<file path="src/rv32i_pkg.sv">
package rv32i_pkg;

    localparam int XLEN      = 32;
    localparam int REG_IDX_W = 5;

    typedef logic [XLEN-1:0]      word_t;
    typedef logic [REG_IDX_W-1:0] reg_idx_t;

    // major opcodes still handled by the pipe
    typedef enum logic [6:0] {
        op_reg = 7'b0110011,
        op_imm = 7'b0010011,
        op_lui = 7'b0110111
    } opcode_t;

    typedef enum logic [3:0] {
        alu_add,
        alu_sub,
        alu_sll,
        alu_slt,
        alu_sltu,
        alu_xor,
        alu_srl,
        alu_sra,
        alu_or,
        alu_and
    } alu_op_t;

    // operand source for the ALU inputs
    typedef enum logic [1:0] {
        fwd_rf,     // register file read
        fwd_ex_mem, // one instruction ahead
        fwd_mem_wb  // two instructions ahead
    } fwd_sel_t;

    typedef struct packed {
        alu_op_t alu_op;
        logic    use_imm; // operand 2 comes from imm
        logic    is_lui;
    } ctrl_word_t;

    // ID/EX stage payload
    typedef struct packed {
        logic       valid;
        ctrl_word_t ctrl;
        reg_idx_t   rs1;
        reg_idx_t   rs2;
        reg_idx_t   rd;
        word_t      imm;  // sign extended, or upper 20 bits for lui
    } id_ex_t;

    // EX/MEM, MEM/WB and retire payload
    typedef struct packed {
        logic     valid;
        reg_idx_t rd;
        word_t    data;
    } result_t;

endpackage

</file>
<file path="src/inst_decoder.sv">
module inst_decoder import rv32i_pkg::*;
(
    input  logic   clk,
    input  logic   reset,
    input  logic   hold,
    input  logic   inst_valid,
    input  word_t  inst,
    output id_ex_t id_ex
);

    opcode_t  opcode;
    logic [2:0] funct3;
    logic     bit30;
    reg_idx_t rs1;
    reg_idx_t rs2;
    reg_idx_t rd;
    word_t    imm_i;
    word_t    imm_u;
    alu_op_t  alu_op;
    id_ex_t   dec;

    assign opcode = opcode_t'(inst[6:0]);
    assign funct3 = inst[14:12];
    assign bit30  = inst[30];
    assign rs1    = inst[19:15];
    assign rs2    = inst[24:20];
    assign rd     = inst[11:7];
    assign imm_i  = {{20{inst[31]}}, inst[31:20]};
    assign imm_u  = {inst[31:12], 12'h000};

    // funct3 map is shared by register and immediate forms
    always_comb
    begin
        unique case (funct3)
            3'b000: alu_op = (bit30 && opcode == op_reg) ? alu_sub : alu_add; // no subi
            3'b001: alu_op = alu_sll;
            3'b010: alu_op = alu_slt;
            3'b011: alu_op = alu_sltu;
            3'b100: alu_op = alu_xor;
            3'b101: alu_op = bit30 ? alu_sra : alu_srl;
            3'b110: alu_op = alu_or;
            default: alu_op = alu_and;
        endcase
    end

    always_comb
    begin
        dec              = '0;
        dec.rd           = rd;
        dec.ctrl.alu_op  = alu_op;
        case (opcode)
            op_reg:
            begin
                dec.valid = inst_valid;
                dec.rs1   = rs1;
                dec.rs2   = rs2;
            end
            op_imm:
            begin
                dec.valid        = inst_valid;
                dec.rs1          = rs1;
                dec.ctrl.use_imm = 1'b1;
                dec.imm          = imm_i;
            end
            op_lui:
            begin
                dec.valid       = inst_valid;
                dec.ctrl.is_lui = 1'b1;
                dec.imm         = imm_u;
            end
            default: ; // unknown opcode, bubble
        endcase
        if (rd == '0)
            dec.valid = 1'b0; // result would be thrown away
    end

    // ID/EX register
    always_ff @(posedge clk)
    begin
        if (reset)
            id_ex.valid <= 1'b0;
        else if (!hold)
            id_ex <= dec;
    end

endmodule

</file>
<file path="src/reg_file.sv">
module reg_file import rv32i_pkg::*;
(
    input  logic    clk,
    input  logic    reset,
    input  id_ex_t  id_ex,
    input  result_t wb,
    output word_t   rs1_data,
    output word_t   rs2_data
);

    word_t regs [1:31]; // x0 is not stored

    always_ff @(posedge clk)
    begin
        if (reset)
        begin
            for (int i = 1; i < 32; i++)
                regs[i] <= '0;
        end
        else if (wb.valid && wb.rd != '0)
        begin
            regs[wb.rd] <= wb.data;
        end
    end

    // no write-through here, MEM/WB forward covers it
    assign rs1_data = (id_ex.rs1 == '0) ? '0 : regs[id_ex.rs1];
    assign rs2_data = (id_ex.rs2 == '0) ? '0 : regs[id_ex.rs2];

endmodule

</file>
<file path="src/forward_unit.sv">
module forward_unit import rv32i_pkg::*;
(
    input  id_ex_t   id_ex,
    input  result_t  ex_mem,
    input  result_t  mem_wb,
    output fwd_sel_t fwd_a,
    output fwd_sel_t fwd_b
);

    // newest producer wins; valid entries never carry rd x0
    function automatic fwd_sel_t pick_src(input reg_idx_t src,
                                          input result_t  ex_mem_e,
                                          input result_t  mem_wb_e);
        fwd_sel_t sel;
        sel = fwd_rf;
        if (ex_mem_e.valid && ex_mem_e.rd == src)
            sel = fwd_ex_mem;
        else if (mem_wb_e.valid && mem_wb_e.rd == src)
            sel = fwd_mem_wb;
        return sel;
    endfunction

    assign fwd_a = pick_src(id_ex.rs1, ex_mem, mem_wb);
    assign fwd_b = pick_src(id_ex.rs2, ex_mem, mem_wb);

endmodule

</file>
<file path="src/execute_stage.sv">
module execute_stage import rv32i_pkg::*;
(
    input  logic     clk,
    input  logic     reset,
    input  logic     hold,
    input  id_ex_t   id_ex,
    input  word_t    rs1_data,
    input  word_t    rs2_data,
    input  fwd_sel_t fwd_a,
    input  fwd_sel_t fwd_b,
    output result_t  ex_mem,
    output result_t  mem_wb,
    output result_t  retire
);

    word_t      op_a;
    word_t      op_b_fwd;
    word_t      op_b;
    word_t      alu_out;
    logic [4:0] shamt;
    result_t    ex_result;

    // forwarded operand values
    always_comb
    begin
        unique case (fwd_a)
            fwd_ex_mem: op_a = ex_mem.data;
            fwd_mem_wb: op_a = mem_wb.data;
            default:    op_a = rs1_data;
        endcase
        unique case (fwd_b)
            fwd_ex_mem: op_b_fwd = ex_mem.data;
            fwd_mem_wb: op_b_fwd = mem_wb.data;
            default:    op_b_fwd = rs2_data;
        endcase
    end

    assign op_b  = id_ex.ctrl.use_imm ? id_ex.imm : op_b_fwd;
    assign shamt = op_b[4:0];

    always_comb
    begin
        unique case (id_ex.ctrl.alu_op)
            alu_add:  alu_out = op_a + op_b;
            alu_sub:  alu_out = op_a - op_b;
            alu_sll:  alu_out = op_a << shamt;
            alu_slt:  alu_out = {31'b0, $signed(op_a) < $signed(op_b)};
            alu_sltu: alu_out = {31'b0, op_a < op_b};
            alu_xor:  alu_out = op_a ^ op_b;
            alu_srl:  alu_out = op_a >> shamt;
            alu_sra:  alu_out = word_t'($signed(op_a) >>> shamt);
            alu_or:   alu_out = op_a | op_b;
            default:  alu_out = op_a & op_b;
        endcase
    end

    always_comb
    begin
        ex_result.valid = id_ex.valid;
        ex_result.rd    = id_ex.rd;
        ex_result.data  = id_ex.ctrl.is_lui ? id_ex.imm : alu_out;
    end

    // EX/MEM and MEM/WB registers, frozen together by hold
    always_ff @(posedge clk)
    begin
        if (reset)
        begin
            ex_mem.valid <= 1'b0;
            mem_wb.valid <= 1'b0;
        end
        else if (!hold)
        begin
            ex_mem <= ex_result;
            mem_wb <= ex_mem;
        end
    end

    // entry stays in MEM/WB while held, so only report it on a moving edge
    always_comb
    begin
        retire       = mem_wb;
        retire.valid = mem_wb.valid & ~hold;
    end

endmodule

</file>
<file path="src/exec_pipe_top.sv">
module exec_pipe_top import rv32i_pkg::*;
(
    input  logic    clk,
    input  logic    reset,
    input  logic    hold,
    input  logic    inst_valid,
    input  word_t   inst,
    output result_t retire
);

    id_ex_t   id_ex;
    word_t    rs1_data;
    word_t    rs2_data;
    result_t  ex_mem;
    result_t  mem_wb;
    fwd_sel_t fwd_a;
    fwd_sel_t fwd_b;

    inst_decoder u_decoder (
        .clk        (clk),
        .reset      (reset),
        .hold       (hold),
        .inst_valid (inst_valid),
        .inst       (inst),
        .id_ex      (id_ex)
    );

    reg_file u_reg_file (
        .clk      (clk),
        .reset    (reset),
        .id_ex    (id_ex),
        .wb       (retire), // write port is the retire entry
        .rs1_data (rs1_data),
        .rs2_data (rs2_data)
    );

    forward_unit u_forward_unit (
        .id_ex  (id_ex),
        .ex_mem (ex_mem),
        .mem_wb (mem_wb),
        .fwd_a  (fwd_a),
        .fwd_b  (fwd_b)
    );

    execute_stage u_execute (
        .clk      (clk),
        .reset    (reset),
        .hold     (hold),
        .id_ex    (id_ex),
        .rs1_data (rs1_data),
        .rs2_data (rs2_data),
        .fwd_a    (fwd_a),
        .fwd_b    (fwd_b),
        .ex_mem   (ex_mem),
        .mem_wb   (mem_wb),
        .retire   (retire)
    );

endmodule

</file>
<file path="config.mk">
export PLATFORM = sky130hd
export DESIGN_NAME = exec_pipe_top
export DESIGN_NICKNAME = d
export VERILOG_FILES = /design/src/rv32i_pkg.sv /design/src/inst_decoder.sv /design/src/reg_file.sv /design/src/forward_unit.sv /design/src/execute_stage.sv /design/src/exec_pipe_top.sv
export SDC_FILE = /design/constraint.sdc
export NUM_CORES = 2
export LEC_CHECK = 0
export ABC_AREA = 1
export BUFFER_PORTS_ARGS = -buffer_cell sky130_fd_sc_hd__buf_2
export CAP_MARGIN = 20
export CORE_ASPECT_RATIO = 2
export CORE_MARGIN = 4
export CORE_UTILIZATION = 24
export CTS_CLUSTER_DIAMETER = 200
export DETAILED_ROUTE_END_ITERATION = 8
export RECOVER_POWER = 100
export SYNTH_ARGS = -nofsm -noshare
export SYNTH_HDL_FRONTEND = slang
export SYNTH_SLANG_ARGS = --single-unit
</file>
<file path="constraint.sdc">
create_clock -name clk -period 5.8 [get_ports clk]
set_clock_uncertainty 0.2 [all_clocks]
set_input_delay 0 -clock clk [delete_from_list [all_inputs] [get_ports clk]]
set_output_delay 0 -clock clk [all_outputs]
set_load 0.02 [all_outputs]
</file>
==> impl_metrics.json <==
{
  "status": "finished, violations left",
  "violations": "capacitance limit, slew limit, setup timing",
  "p_seq_frac": 0.395,
  "endpoint_kind": "register",
  "p_sw_mw": 8.74,
  "nNetsFinal": 9950,
  "cts-root-buf": "clkbuf_16",
  "clk_pin_slew_ps": 90,
  "grt_max_degree": 100,
  "ys_types": 60,
  "syn_avg_cell_area_sq_um": 7.63,
  "p_sw_frac": 0.352,
  "synth-warning-count": 0,
  "internal_power_mw": 16.1,
  "p_leak_nw": 35.7,
  "synth_simple_gate_area_share": 0.313,
  "drt_first_pass_iters": 6,
  "dp_slack_ps": -419,
  "p_clk_frac": 0.307,
  "tritoncts": "done",
  "first_global_vias": 72400,
  "dpl_cell_area_sq_um": 82000,
  "hpwl_um": 272000,
  "p_per_area_nw_per_um2": 286,
  "track_usage": 0.235,
  "numCtsBuffers": 98,
  "rows": 283,
  "cp-start-kind": "register",
  "antenna_found_initial": 21,
  "start_util": 0.241,
  "slew_headroom": -1.34,
  "layout-area-overhead-vs-synth_pct": 21.0,
  "drc": 0,
  "syn_area_sq_um": 71600,
  "grt_pass1_wl_um": 525000,
  "finalSetupViolCount": 52,
  "core_sq_um": 297000,
  "hold_slack_ps": 56.7,
  "antenna_left": 0,
  "cap_viol_max_count": 57,
  "drive_above_1_share": 0.127,
  "gp_congestion": 1.05,
  "dieArea_sq_um": 308000,
  "crit_type": "register to register",
  "fin_area_sq_um": 86700,
  "ys.flop_type": "edfxtp_1",
  "clock_path_buffers": 3,
  "cts_sinks": 1164,
  "worstPathMaxFanout": 32,
  "syn_inst": 9394,
  "rsz0062_at_grt": "true",
  "synth-async-reset-ratio": 0,
  "via_count": 74300,
  "port-buffer-count": 73,
  "synth_top_family_by_area": "simple AND/OR/NAND/NOR gates",
  "overflow": 0,
  "synth_fa_ha_area_frac": 0.0175,
  "die_h_um": 781,
  "wire_per_inst_um": 27.4,
  "routed_wirelength_um": 377000,
  "p_comb_frac": 0.297,
  "seq_area_frac_synth": 0.486,
  "clock_latency_ps": 790,
  "io_pins": 74,
  "max_freq_mhz": 168,
  "tightest_slew_ps": 3510,
  "ys_ff_latch": 1164,
  "finalHoldViolations": 0,
  "synth_mux_area_frac": 0,
  "die_w_um": 394,
  "synth_xor_area_frac": 0.00171,
  "cp.arrival_ps": 5930,
  "setup_slack_ps": -147,
  "drt_iter0_markers": 8369,
  "drv_slew": 1716,
  "h-tree-depth": 3,
  "synth_compound_area_frac": 0.111,
  "cp.required_ps": 5780,
  "fin_crit_sh": 1.03,
  "post_drt_via_cell_ratio": 5.40,
  "hold_path_class": "input pin to register",
  "period_needed_ps": 5950,
  "synth-edff-count": 1151,
  "peakVddDrop_mv": 0.257
}
power groups by stage:
| stage | Combinational (mW) | Clock [mW] | Sequential (mW) |
|---|---|---|---|
| finish | 7.39 | 7.64 | 9.82 |
| global route | 7.74 | 7.92 | 9.83 |
| CTS | 7.06 | 7.67 | 9.78 |
| detailed placement | 6.99 | 0 | 9.97 |
| global placement | 7.00 | 0 | 9.97 |
| floorplan | 3.44 | 0 | 9.84 |
worst paths after layout:
check,cells past startpoint,end,slack [ps],from
setup / recovery,10,u_reg_file.regs[22][11]$_SDFFCE_PN0P_,-150,u_execute.mem_wb[35]$_DFFE_PP_
hold / removal,4,u_decoder.id_ex[5]$_DFFE_PP_,60,inst[25]
setup reg to reg,10,u_reg_file.regs[22][11]$_SDFFCE_PN0P_,-150,u_execute.mem_wb[35]$_DFFE_PP_
hold reg to reg,0,u_execute.ex_mem[34]$_DFFE_PP_,220,u_decoder.id_ex[34]$_DFFE_PP_
flip-flops by register name, indices dropped and copies added, names as in the netlist, named ones only:
name / flops
u_reg_file.regs: 1024
u_decoder.id_ex: 54
u_execute.ex_mem: 38
u_execute.mem_wb: 38
timing repair:
item / in CTS / in global routing
pin swaps: 0 / 9
endpoints found under the hold margin: 208 / 0
gates cloned: 0 / 3
gates resized for setup: 14 / 97
hold buffers: 68 / 0
buffers inserted: 0 / 11
setup endpoints to repair: 10 / 21
stage by stage:
| step | setup TNS, ps | power (mW) | utilization | cells |
|---|---|---|---|---|
| final | -3820 | 24.8 | 0.292 | 13800 |
| after global placement | -1390 | 17.0 | 0.276 | 13500 |
| after CTS | 0 | 24.5 | 0.291 | 13700 |
| after global routing | -4700 | 25.5 | 0.292 | 13700 |
| after detailed placement | -1670 | 17.0 | 0.276 | 13500 |
| after floorplan | 0 | 13.3 | - | 9425 |
layout by cell type, fill, tap and decap left out, drive strengths merged, types with 4 or more instances in the layout:
| master | count |
|---|---|
| o2111ai | 6 |
| ha | 97 |
| a31oi | 13 |
| a21boi | 5 |
| nor3 | 62 |
| o32ai | 12 |
| clkbuf | 217 |
| buf | 911 |
| diode | 16 |
| a21oi | 178 |
| dfxtp | 13 |
| o22ai | 304 |
| o21bai | 8 |
| clkinvlp | 9 |
| edfxtp | 1151 |
| nand2 | 2350 |
| o221ai | 12 |
| nand3 | 1136 |
| dlygate4sd3 | 68 |
| bufinv | 19 |
| o31ai | 4 |
| nand4 | 22 |
| xor2 | 10 |
| a21o | 7 |
| clkinv | 44 |
| conb | 32 |
| inv | 377 |
| o21ai | 824 |
| nor2 | 1876 |
| nor4 | 5 |
| or2 | 21 |
| xnor2 | 4 |
| and2 | 27 |
| o211ai | 50 |
cell families after synthesis:
logic type / Yosys count
buffers and inverters: 1174
DFF: 1164
xor gates and xnor gates: 14
other: 1
adders and majority gates: 99
and+or+nand+nor: 5504
AOI/OAI and AO/OA: 1438
cell usage after synthesis, types with 22 or more instances:
library cell,n,share of area
a21oi_1,173,0.012
and2_1,27,0.0024
buf_1,32,0.0017
buf_2,206,0.014
buf_4,74,0.0078
clkbuf_1,482,0.025
edfxtp_1,1151,0.48
ha_1,97,0.017
inv_1,351,0.018
nand2_1,2342,0.12
nand3_1,1130,0.079
nand4_1,22,0.0019
nor2_1,1871,0.098
nor3_1,61,0.0043
o211ai_1,50,0.0052
o21ai_0,790,0.055
o21ai_1,32,0.0022
o22ai_1,304,0.027
worst max-delay path, cell delays in order (launching register included):
cell and delay (ps):
edfxtp_1 530, clkbuf_1 200, nor3_1 410, nand3_1 120, nand3_1 180, nor3_1 70
clkbuf_1 310, nand2_1 460, clkbuf_1 1870, nand2_2 -10, clkbuf_2 880
layout make-up:
class	instances	area, sq um
Multi-Input combinational cell	7087	32300
Clock buffer	103	2470
Clock inverter	78	1080
Fill cell	31900	210000
Antenna cell	16	40.0
Inverter	371	1450
Tap cell	3847	4810
Timing Repair Buffer	1093	9650
Sequential cell	1164	34900
per-layer routing:
layer  up-vias  GRT usage  routed length, um
li1      32400          -                  -
met3      1921     0.0477              30100
met5         -          0                 50
met1     35100      0.215             110000
met4         8      0.272              53900
met2      4787      0.408             183000
Note: power is estimated with default switching activity, not from simulation.
